<file path="config.mk">
export PLATFORM = sky130hd
export DESIGN_NAME = core_pool_top
export DESIGN_NICKNAME = d
export VERILOG_FILES = /design/src/common/pool_pkg.sv /design/src/common/job_pkg.sv /design/src/core_manager/core_manager.sv /design/src/core_manager/pool_regs.sv /design/src/verilog/core_pool_top.sv /design/src/verilog/job_dispatcher.sv /design/src/verilog/simple_dualportram.sv
export SDC_FILE = /design/constraint.sdc
export NUM_CORES = 1
export LEC_CHECK = 0
export ABC_AREA = 1
export BUFFER_PORTS_ARGS = -buffer_cell sky130_fd_sc_hd__buf_2
export CAP_MARGIN = 20
export CORE_MARGIN = 8
export CORE_UTILIZATION = 60
export DETAILED_ROUTE_END_ITERATION = 8
export HOLD_SLACK_MARGIN = 0.03
export PLACE_DENSITY = 0.92
export SLEW_MARGIN = 40
export SYNTH_ARGS = -nofsm -noshare
export SYNTH_HDL_FRONTEND = slang
export SYNTH_HIERARCHICAL = 1
export SYNTH_SLANG_ARGS = --single-unit
export TNS_END_PERCENT = 10
</file>
<file path="constraint.sdc">
create_clock -name clk -period 4.6 [get_ports clk]
set_clock_uncertainty 0.05 [all_clocks]
set_input_delay 0.92 -clock clk [delete_from_list [all_inputs] [get_ports clk]]
set_output_delay 0.92 -clock clk [all_outputs]
set_load 0.02 [all_outputs]
</file>
<file path="src/common/pool_pkg.sv">
package pool_pkg;

   localparam int CORES = 4;
   localparam int ID_W  = $clog2(CORES);
   localparam int PTR_W = ID_W + 1;            // Extra bit tells full from empty.
   localparam int CNT_W = $clog2(CORES + 1);

   // Core identifier as handed out to a job.
   typedef logic [ID_W-1:0] core_id_t;

   // Free list pointer, wraps at twice the core count.
   typedef logic [PTR_W-1:0] pool_ptr_t;

   // Free or busy core count, 0 to CORES.
   typedef logic [CNT_W-1:0] count_t;

   typedef enum logic [1:0] {
      RESET_WAIT,
      FILL,
      RUN
   } pool_state_t;

endpackage

</file>
<file path="src/common/job_pkg.sv">
package job_pkg;

   localparam int JOBQ_DEPTH    = 4;
   localparam int JOBQ_AW       = $clog2(JOBQ_DEPTH);
   localparam int GRANT_HOLDOFF = 2;            // Cycles until the next head is valid.

   typedef logic [7:0]         job_id_t;
   typedef logic [7:0]         opcode_t;
   typedef logic [JOBQ_AW-1:0] jobq_ptr_t;
   typedef logic [JOBQ_AW:0]   jobq_cnt_t;

   typedef struct packed {
      job_id_t tag;
      opcode_t opcode;
   } job_t;

   typedef struct packed {
      job_t               job;
      pool_pkg::core_id_t core;
   } grant_t;

   typedef logic [1:0] reg_addr_t;
   typedef logic [7:0] reg_data_t;

   localparam reg_addr_t REG_CTRL  = 2'd0;
   localparam reg_addr_t REG_LIMIT = 2'd1;
   localparam reg_addr_t REG_FREE  = 2'd2;
   localparam reg_addr_t REG_ERR   = 2'd3;

endpackage

</file>
<file path="src/core_manager/core_manager.sv">
`timescale 1ns/1ns

module core_manager (
   input  logic               clk,
   input  logic               reset,
   input  logic               core_request,
   input  logic               core_release,
   input  pool_pkg::core_id_t released_core_id,
   output logic               init_busy,
   output logic               core_valid,
   output pool_pkg::core_id_t core_id,
   output pool_pkg::count_t   free_count,
   output logic               underflow
);
   import pool_pkg::*;

   pool_state_t state;
   count_t      fill_cnt;
   pool_ptr_t   rd_ptr;
   pool_ptr_t   wr_ptr;
   core_id_t    mem_din;
   logic        mem_we;
   logic        empty;
   logic        pop;

   assign empty     = (rd_ptr == wr_ptr);
   assign pop       = (state == RUN) && core_request && !empty;
   assign init_busy = (state != RUN);

   always_comb begin
      mem_din = released_core_id;
      case (state)
         FILL: begin
            mem_we  = (fill_cnt != count_t'(CORES));
            mem_din = core_id_t'(fill_cnt);     // Initial list is 0 to CORES-1.
         end
         RUN:     mem_we = core_release;
         default: mem_we = 1'b0;
      endcase
   end

   always_ff @(posedge clk) begin
      if (reset) begin
         state      <= RESET_WAIT;
         fill_cnt   <= '0;
         rd_ptr     <= '0;
         wr_ptr     <= '0;
         core_valid <= 1'b0;
         free_count <= '0;
         underflow  <= 1'b0;
      end else begin
         underflow <= 1'b0;
         case (state)
            RESET_WAIT: begin
               fill_cnt <= '0;
               state    <= FILL;
            end
            FILL: begin
               if (fill_cnt == count_t'(CORES)) begin
                  state <= RUN;
               end else begin
                  fill_cnt <= fill_cnt + 1'b1;
               end
            end
            RUN: begin
               if (pop) begin
                  rd_ptr <= rd_ptr + 1'b1;
               end
               underflow <= core_request && empty;
            end
            default: state <= RESET_WAIT;
         endcase
         if (mem_we) begin
            wr_ptr <= wr_ptr + 1'b1;
         end
         // Valid lines up with the RAM read of the current rd_ptr.
         core_valid <= (state == RUN) && !empty;
         free_count <= count_t'(wr_ptr - rd_ptr);
      end
   end

   simple_dualportram u_ram (
      .clk      (clk),
      .reset    (reset),
      .raddress (rd_ptr),
      .waddress (wr_ptr),
      .din      (mem_din),
      .we       (mem_we),
      .dout     (core_id)
   );

   a_free_max: assert property (
      @(posedge clk) disable iff (reset)
      free_count <= count_t'(CORES)
   ) else $error("free count above core count");

   a_release_not_full: assert property (
      @(posedge clk) disable iff (reset)
      core_release |-> (pool_ptr_t'(wr_ptr - rd_ptr) != pool_ptr_t'(CORES))
   ) else $error("release into a full free list");

endmodule

</file>
<file path="src/core_manager/pool_regs.sv">
`timescale 1ns/1ns

module pool_regs (
   input  logic               clk,
   input  logic               reset,
   input  logic               cfg_we,
   input  job_pkg::reg_addr_t cfg_addr,
   input  job_pkg::reg_data_t cfg_wdata,
   input  pool_pkg::count_t   free_count,
   input  logic               bad_release,
   input  logic               underflow,
   output job_pkg::reg_data_t cfg_rdata,
   output logic               enable,
   output pool_pkg::count_t   busy_limit
);
   import pool_pkg::*;
   import job_pkg::*;

   logic [1:0] err_flags;
   logic [1:0] err_clear;
   logic [1:0] err_set;

   assign err_clear = (cfg_we && cfg_addr == REG_ERR) ? cfg_wdata[1:0] : 2'b00;
   assign err_set   = {underflow, bad_release};

   always_ff @(posedge clk) begin
      if (reset) begin
         enable     <= 1'b0;
         busy_limit <= count_t'(CORES);
         err_flags  <= 2'b00;
      end else begin
         if (cfg_we && cfg_addr == REG_CTRL) begin
            enable <= cfg_wdata[0];
         end
         if (cfg_we && cfg_addr == REG_LIMIT) begin
            if (cfg_wdata > reg_data_t'(CORES)) begin
               busy_limit <= count_t'(CORES);     // Clamp.
            end else begin
               busy_limit <= count_t'(cfg_wdata);
            end
         end
         // A new event wins over a clear in the same cycle.
         err_flags <= (err_flags & ~err_clear) | err_set;
      end
   end

   always_comb begin
      case (cfg_addr)
         REG_CTRL:  cfg_rdata = {7'd0, enable};
         REG_LIMIT: cfg_rdata = reg_data_t'(busy_limit);
         REG_FREE:  cfg_rdata = reg_data_t'(free_count);
         REG_ERR:   cfg_rdata = {6'd0, err_flags};
         default:   cfg_rdata = '0;
      endcase
   end

endmodule

</file>
<file path="src/verilog/core_pool_top.sv">
`timescale 1ns/1ns

module core_pool_top (
   input  logic               clk,
   input  logic               reset,
   input  logic               job_strobe,
   input  job_pkg::job_t      job,
   output logic               job_ready,
   output logic               grant_strobe,
   output job_pkg::grant_t    grant,
   input  logic               done_strobe,
   input  pool_pkg::core_id_t done_core,
   input  logic               cfg_we,
   input  job_pkg::reg_addr_t cfg_addr,
   input  job_pkg::reg_data_t cfg_wdata,
   output job_pkg::reg_data_t cfg_rdata,
   output logic               init_busy
);
   import pool_pkg::*;

   logic     core_request;
   logic     core_release;
   core_id_t released_core_id;
   logic     core_valid;
   core_id_t core_id;
   count_t   free_count;
   logic     underflow;
   logic     enable;
   count_t   busy_limit;
   logic     bad_release;

   core_manager u_core_manager (
      .clk              (clk),
      .reset            (reset),
      .core_request     (core_request),
      .core_release     (core_release),
      .released_core_id (released_core_id),
      .init_busy        (init_busy),
      .core_valid       (core_valid),
      .core_id          (core_id),
      .free_count       (free_count),
      .underflow        (underflow)
   );

   pool_regs u_pool_regs (
      .clk         (clk),
      .reset       (reset),
      .cfg_we      (cfg_we),
      .cfg_addr    (cfg_addr),
      .cfg_wdata   (cfg_wdata),
      .free_count  (free_count),
      .bad_release (bad_release),
      .underflow   (underflow),
      .cfg_rdata   (cfg_rdata),
      .enable      (enable),
      .busy_limit  (busy_limit)
   );

   job_dispatcher u_job_dispatcher (
      .clk              (clk),
      .reset            (reset),
      .job_strobe       (job_strobe),
      .job              (job),
      .done_strobe      (done_strobe),
      .done_core        (done_core),
      .enable           (enable),
      .busy_limit       (busy_limit),
      .core_valid       (core_valid),
      .core_id          (core_id),
      .job_ready        (job_ready),
      .grant_strobe     (grant_strobe),
      .grant            (grant),
      .core_request     (core_request),
      .core_release     (core_release),
      .released_core_id (released_core_id),
      .bad_release      (bad_release)
   );

endmodule

</file>
<file path="src/verilog/job_dispatcher.sv">
`timescale 1ns/1ns

module job_dispatcher (
   input  logic               clk,
   input  logic               reset,
   input  logic               job_strobe,
   input  job_pkg::job_t      job,
   input  logic               done_strobe,
   input  pool_pkg::core_id_t done_core,
   input  logic               enable,
   input  pool_pkg::count_t   busy_limit,
   input  logic               core_valid,
   input  pool_pkg::core_id_t core_id,
   output logic               job_ready,
   output logic               grant_strobe,
   output job_pkg::grant_t    grant,
   output logic               core_request,
   output logic               core_release,
   output pool_pkg::core_id_t released_core_id,
   output logic               bad_release
);
   import pool_pkg::*;
   import job_pkg::*;

   job_t             jobq [JOBQ_DEPTH];
   jobq_ptr_t        q_wr;
   jobq_ptr_t        q_rd;
   jobq_cnt_t        q_cnt;
   logic [CORES-1:0] busy;
   count_t           busy_cnt;
   logic [1:0]       holdoff;
   logic             push;
   logic             go;
   logic             rel_ok;

   assign job_ready = (q_cnt != jobq_cnt_t'(JOBQ_DEPTH));
   assign push      = job_strobe && job_ready;
   assign rel_ok    = done_strobe && busy[done_core];

   // Head core must be valid and settled after the last pop.
   assign go = (q_cnt != '0) && enable && core_valid &&
               (busy_cnt < busy_limit) && (holdoff == '0);

   assign grant_strobe = go;
   assign core_request = go;
   assign grant.job    = jobq[q_rd];
   assign grant.core   = core_id;

   always_ff @(posedge clk) begin
      if (push) begin
         jobq[q_wr] <= job;
      end
      if (rel_ok) begin
         released_core_id <= done_core;
      end
   end

   always_ff @(posedge clk) begin
      if (reset) begin
         q_wr         <= '0;
         q_rd         <= '0;
         q_cnt        <= '0;
         busy         <= '0;
         busy_cnt     <= '0;
         holdoff      <= '0;
         core_release <= 1'b0;
         bad_release  <= 1'b0;
      end else begin
         if (push) begin
            q_wr <= q_wr + 1'b1;
         end
         if (go) begin
            q_rd <= q_rd + 1'b1;
         end
         q_cnt <= q_cnt + jobq_cnt_t'(push) - jobq_cnt_t'(go);

         if (go) begin
            busy[core_id] <= 1'b1;
         end
         if (rel_ok) begin
            busy[done_core] <= 1'b0;             // Never the core granted now.
         end
         busy_cnt <= busy_cnt + count_t'(go) - count_t'(rel_ok);

         if (go) begin
            holdoff <= 2'(GRANT_HOLDOFF);
         end else if (holdoff != '0) begin
            holdoff <= holdoff - 1'b1;
         end

         core_release <= rel_ok;
         bad_release  <= done_strobe && !rel_ok;
      end
   end

   a_grant_idle_core: assert property (
      @(posedge clk) disable iff (reset)
      grant_strobe |-> !busy[core_id]
   ) else $error("grant names a busy core");

endmodule

</file>
<file path="src/verilog/simple_dualportram.sv">
`timescale 1ns/1ns

module simple_dualportram (
   input  logic                clk,
   input  logic                reset,
   input  pool_pkg::pool_ptr_t raddress,
   input  pool_pkg::pool_ptr_t waddress,
   input  pool_pkg::core_id_t  din,
   input  logic                we,
   output pool_pkg::core_id_t  dout
);
   import pool_pkg::*;

   core_id_t mem [2**PTR_W];

   always_ff @(posedge clk) begin
      if (we) begin
         mem[waddress] <= din;
      end
      dout <= mem[raddress];                    // Old data on a same-address write.
   end

   a_waddr_known: assert property (
      @(posedge clk) disable iff (reset)
      we |-> !$isunknown(waddress)
   ) else $error("RAM write with unknown address");

endmodule
</file>
# Word level (Yosys, flattened, before mapping)
# Memory sizes are Yosys's and may differ from the RTL's. A register that Yosys moved wholly into a read port is not among the register bits.
# Index checks and enable logic that the tools add are counted.
[word_totals] n_memories=2 inputBits=33 wordCells=114 ff_bits=42 ramBits=80
[classes] n_reduce_logical=30 n_lt_le_gt_ge=6 mux=26 bitwise=7 eq_ne=12 n_addsub=11
[mem_list] memory="u_job_dispatcher.jobq" depth=4 width=16 rd=1 rd_ports_with_merged_regs=1 write_ports=1 line="job_dispatcher.sv:25" text="job_t jobq [JOBQ_DEPTH];"
[mem_list] memory="u_core_manager.u_ram.mem" depth=8 width=2 rd=1 rd_ports_with_merged_regs=1 write_ports=1 line="simple_dualportram.sv:14" text="core_id_t mem [2**PTR_W];"
[op_table] cell="$pmux 8 s4" n=1
[op_table] cell="$logic_and 1x1->1" n=16
[op_table] cell="$mux 2" n=7
[op_table] cell="$mux 4" n=3
[op_table] cell="$add 3x1->3 const B" n=3
[op_table] cell="$gt 8x3->1 const B" n=1
[op_table] cell="$mux 1" n=7
[op_table] cell="$add 3x1->3" n=2
[op_table] cell="$eq 2x2->1 const B" n=3
[op_table] cell="$logic_not 2->1" n=3
[op_table] cell="$lt 2x3->1 const B" n=2
[op_table] cell="$mux 3" n=2
[op_table] cell="$ne 3x3->1 const B" n=2
[op_table] cell="$pmux 2 s3" n=1
[op_table] cell="$pmux 3 s2" n=1
[op_table] cell="$reduce_and 2->1" n=3
[op_table] cell="$reduce_bool 2->1" n=3
[op_table] cell="$sub 3x1->3" n=2
[op_table] cell="$add 2x1->2 const B" n=2
[op_table] cell="$and 4x4->4" n=1
[op_table] cell="$demux 1 s2" n=2
[op_table] cell="$eq 2x1->1 const B" n=2
[op_table] cell="$ge 2x1->1 const B" n=2
[op_table] cell="$ne 2x2->1 const B" n=2
[op_table] cell="other kinds (17)" n=19

# Longest topological paths before layout
[depth] depth_word=9 depth_mapped=15 ltp_nobuf=15

# Modules after synthesis
# The synthesis kept the hierarchy.
[by_module_without_submodules] module="job_dispatcher" seq_area_each_um2=2382.3 cells_per_inst=306 area_per_inst_um2=3528.4 instances=1
[by_module_without_submodules] module="core_manager" seq_area_each_um2=320.3 cells_per_inst=111 area_per_inst_um2=852.1 instances=1
[by_module_without_submodules] module="simple_dualportram" seq_area_each_um2=520.5 cells_per_inst=89 area_per_inst_um2=807.0 instances=1
[by_module_without_submodules] module="pool_regs" seq_area_each_um2=120.1 cells_per_inst=64 area_per_inst_um2=437.9 instances=1

# Least setup slack after synthesis
# No wires, ideal clock.
[synth_timing] path_type="input -> register" from="in done_core[0]" to="reg u_job_dispatcher.busy_cnt[2]" arrival_time_ns=2.473 required_time_ns=4.429 path_slack_ns=1.957 stages=15 path_cell_list="inv_2 -> nand2_1 -> nand2_2 -> nand2_2 -> nand2_2 -> nand2_1 -> inv_1 -> ha_1 -> inv_1 -> ha_1 -> inv_1 -> fa_1 -> xnor2_1 -> o21ai_0 -> a21oi_1"
[synth_between] elab_chain_cells=4
[synth_lines] item="from (decl)" line="core_pool_top.sv:12" text="input pool_pkg::core_id_t done_core,"
[synth_lines] item="$bmux 1 s2" line="job_dispatcher.sv:38" text="assign rel_ok = done_strobe && busy[done_core];"
[synth_lines] item="$mux 1 (implied by the code)" line="job_dispatcher.sv:38"
[synth_lines] item="$logic_and 1x1->1" line="job_dispatcher.sv:38"
[synth_lines] item="via u_job_dispatcher.rel_ok" line="job_dispatcher.sv:34" text="logic rel_ok;"
[synth_lines] item="$sub 3x1->3" line="job_dispatcher.sv:83" text="busy_cnt <= busy_cnt + count_t'(go) - count_t'(rel_ok);"
[synth_lines] item="to (signal assigned)" line="job_dispatcher.sv:83"
[synth_lines] item="to (decl)" line="job_dispatcher.sv:30" text="count_t busy_cnt;"
# The timed path passes the listed nets, and every way through them passes these cells. The select of a mux whose other input is x is not followed.
# A chain may end at the register's enable or synchronous reset.

==> results.py <==
metrics = {
    "clocking": {
        "clk_pin_slew_ns": 0.06,
        "htree_levels": 4,
        "cts-root-buf": "clkbuf_8",
        "cts_sinks": 126,
        "holdBufCountCts": 0,
        "cts_resized": 0,
        "cts_buffers": 17,
        "post_cts_buffers": 0,
        "cts_tree": "built",
        "clk_latency_ns": 0.52,
        "cts_max_path_buffers": 2,
    },
    "synth": {
        "synth-edff-count": 82,
        "synth_compound_area_share_pct": 8.81,
        "synth_ff_type": "edfxtp_1",
        "ys_types": 39,
        "synth-simple-area-share_pct": 16.8,
        "seq_area_frac_synth_pct": 59.4,
        "synthMuxAreaShare_pct": 0,
        "ys_seq_elements": 126,
        "synth_warnings": 6,
        "netlist_area_sq_um": 5630,
        "synth_xor_area_share_pct": 0.623,
        "syn_avg_cell_area_sq_um": 9.87,
        "synthArstFlopShare_pct": 0,
        "yosys.area_share.adder_pct": 5.52,
        "syn_inst": 570,
        "synth_top_family_by_area": "simple AND/OR/NAND/NOR gates",
    },
    "power": {
        "ir_drop_v": 0.000329,
        "swShare_pct": 27.8,
        "intPower_w": 0.00230,
        "seqPwrFrac_pct": 43.1,
        "power_w": 0.00318,
        "switchingPower_w": 0.000887,
        "p_comb_share_pct": 15.0,
        "cellLeakagePower_nw": 2.75,
        "cellPowerDensity_nw_per_um2": 486,
        "power_frac_clock_pct": 41.9,
    },
    "finish": {
        "drive_above_1_share_pct": 20.4,
        "final_common_cell": "nand2_1",
        "syn_to_final_growth_pct": 16.4,
        "stdcell_area_sq_um": 6550,
        "n_antenna_cell": 0,
        "mostFrequentLayoutCells": "nand2_1 (84), edfxtp_1 (82), nor2_1 (71), inv_1 (70), buf_2 (56)",
        "stdcell_count": 757,
        "finalCoreUtilization_pct": 71.6,
        "nNetsFinal": 689,
    },
    "worst_setup_path": {
        "slowest_stage": "inv_2",
        "r2r_start": "u_pool_regs/busy_limit[2]",
        "r2r-end": "u_job_dispatcher/q_cnt[2]",
        "critical_path_depth": 5,
        "r2r_setup_slack_ns": 2.10,
        "cp.required_ns": 3.63,
        "endpoint": "grant[6]",
        "critPathTopFamily": "buffers and inverters",
        "critPathBufInv": 3,
        "end_kind": "output port",
        "worst_ep_arrival_time_ns": 2.07,
        "path_cells": "buf_4 -> inv_2 -> o21ai_0 -> o22ai_1 -> buf_2",
        "critPathKind": "reg -> out",
        "crit_path_max_incr_delay_ns": 0.43,
        "cp_max_fo": 33,
        "setup.worst_path.start_class": "register",
        "reg2reg_depth": 13,
    },
    "sta": {
        "timing.setup.tns_ns": 0,
        "drv_slew": 0,
        "finalSetupViolCount": 0,
        "fmax_ghz": 0.329,
        "tightest_slew_ns": 0.623,
        "period_minus_slack_ns": 3.04,
        "hold_viol_final": 0,
        "slew_headroom_pct": 58.2,
        "rsz0062_at_grt": "no",
        "period_share_pct": 66.0,
    },
    "route": {
        "ant_nets": 0,
        "vias_per_cell": 5.54,
        "postRouteWirelength_microns": 12700,
        "drt-initial-drc-count": 384,
        "dr.pass1.iters": 6,
        "vias": 4197,
        "drc": 0,
        "avgRoutedWirePerCell_microns": 16.8,
    },
    "global_route": {
        "grt_use_total_pct": 20.3,
        "grt_start_max_net_pins": 34,
        "grt_pass1_wl_microns": 20100,
        "grt_pass1_vias": 4251,
        "antenna_found_initial": 1,
        "overflow": 0,
    },
    "status": {
        "outcome": "finished, final reports clean",
    },
    "worst_hold_path": {
        "worstHoldPathType": "reg -> reg",
    },
    "die": {
        "die_height_microns": 113,
        "ios": 62,
        "fp-row-count": 35,
        "fp.dieW_microns": 113,
        "dieArea_sq_um": 12700,
        "design.core.area_sq_um": 9150,
        "initial_utilization_pct": 61.5,
    },
    "placement": {
        "place_inst": 725,
        "hpwl_microns": 8510,
        "place_congestion": 0.800,
        "port-buffer-count": 56,
        "place_area_sq_um": 5950,
    },
    "flow_run": {
        "cap_violations": 0,
    },
}
[layout make-up]
cell class	instances	area, sq um
flip-flops and latches	126	3340
fillers	616	2600
multi-input cells	337	1800
clock buffers	17	414
inverters	90	349
repair buffers	61	318
clock inverters	15	184
well taps	111	139
[layer usage]
layer,vias up,wire (microns),global-route usage [%]
met2,184,6760,38.1
li1,1995,-,-
met3,26,999,7.72
met5,-,13,0
met1,1990,4720,19.8
met4,2,253,7.01
[registers in the layout (all words and copies together) (netlist names), 2 cells and up, named ones only]
register / cells
u_job_dispatcher/q_wr: 2
u_core_manager/u_ram/dout: 2
u_core_manager/free_count: 3
u_job_dispatcher/q_cnt: 3
u_pool_regs/err_flags: 2
u_pool_regs/busy_limit: 3
u_job_dispatcher/jobq: 64
u_core_manager/rd_ptr: 3
u_job_dispatcher/q_rd: 2
u_core_manager/u_ram/mem: 16
u_core_manager/fill_cnt: 3
u_core_manager/wr_ptr: 3
u_job_dispatcher/released_core_id: 2
u_job_dispatcher/holdoff: 2
u_job_dispatcher/busy_cnt: 3
u_job_dispatcher/busy: 4
u_core_manager/state: 2
[logic make-up after synthesis]
kind of cell             after synthesis
AO/OA/AOI/OAI                         92
adder cells (fa/ha/maj)               23
AND/OR/NAND/NOR                      213
flip-flops                           126
other                                  1
XOR/XNOR                               4
buffers and inverters                111
[metrics by stage]
stage,hold slack [ns],setup WS (ns)
floorplan,0.342,1.96
global placement,0.348,1.76
detailed placement,0.362,1.58
CTS,0.371,1.57
global route,0.387,1.46
finish,0.373,1.56
[worst min path at each step]
stage	to	cells past startpoint	startpoint
floorplan	u_job_dispatcher/holdoff[0]	1	u_job_dispatcher/holdoff[0]
global placement	u_job_dispatcher/holdoff[0]	1	u_job_dispatcher/holdoff[0]
detailed placement	u_job_dispatcher/holdoff[0]	1	u_job_dispatcher/holdoff[0]
CTS	u_job_dispatcher/holdoff[0]	1	u_job_dispatcher/holdoff[0]
global route	u_job_dispatcher/holdoff[0]	1	u_job_dispatcher/holdoff[0]
finish	u_job_dispatcher/holdoff[0]	1	u_job_dispatcher/holdoff[0]
[power groups by stage]
stage / registers [W] / logic [W] / clock network (W)
after global routing: 0.00138 / 0.000526 / 0.00139
after CTS: 0.00137 / 0.000476 / 0.00135
after detailed placement: 0.00139 / 0.000461 / 0
after global placement: 0.00139 / 0.000428 / 0
after floorplan: 0.00138 / 0.000333 / 0
final: 0.00137 / 0.000477 / 0.00133
[cells in the mapped netlist (all sizes together), types with 2 or more instances]
library cell	count	share of area, %
a21oi	22	2.1
buf	18	2.4
clkbuf	3	0.22
clkinv	2	0.16
dfxtp	44	16
edfxtp	82	44
fa	3	1.1
ha	20	4.4
inv	88	6.0
nand2	96	7.1
nand3	33	3.2
nand4	4	0.44
nor2	74	5.2
nor2b	2	0.22
nor3	3	0.44
o21ai	52	4.7
o22ai	17	1.9
xor2	3	0.47
(Power assumes the default switching activity.)
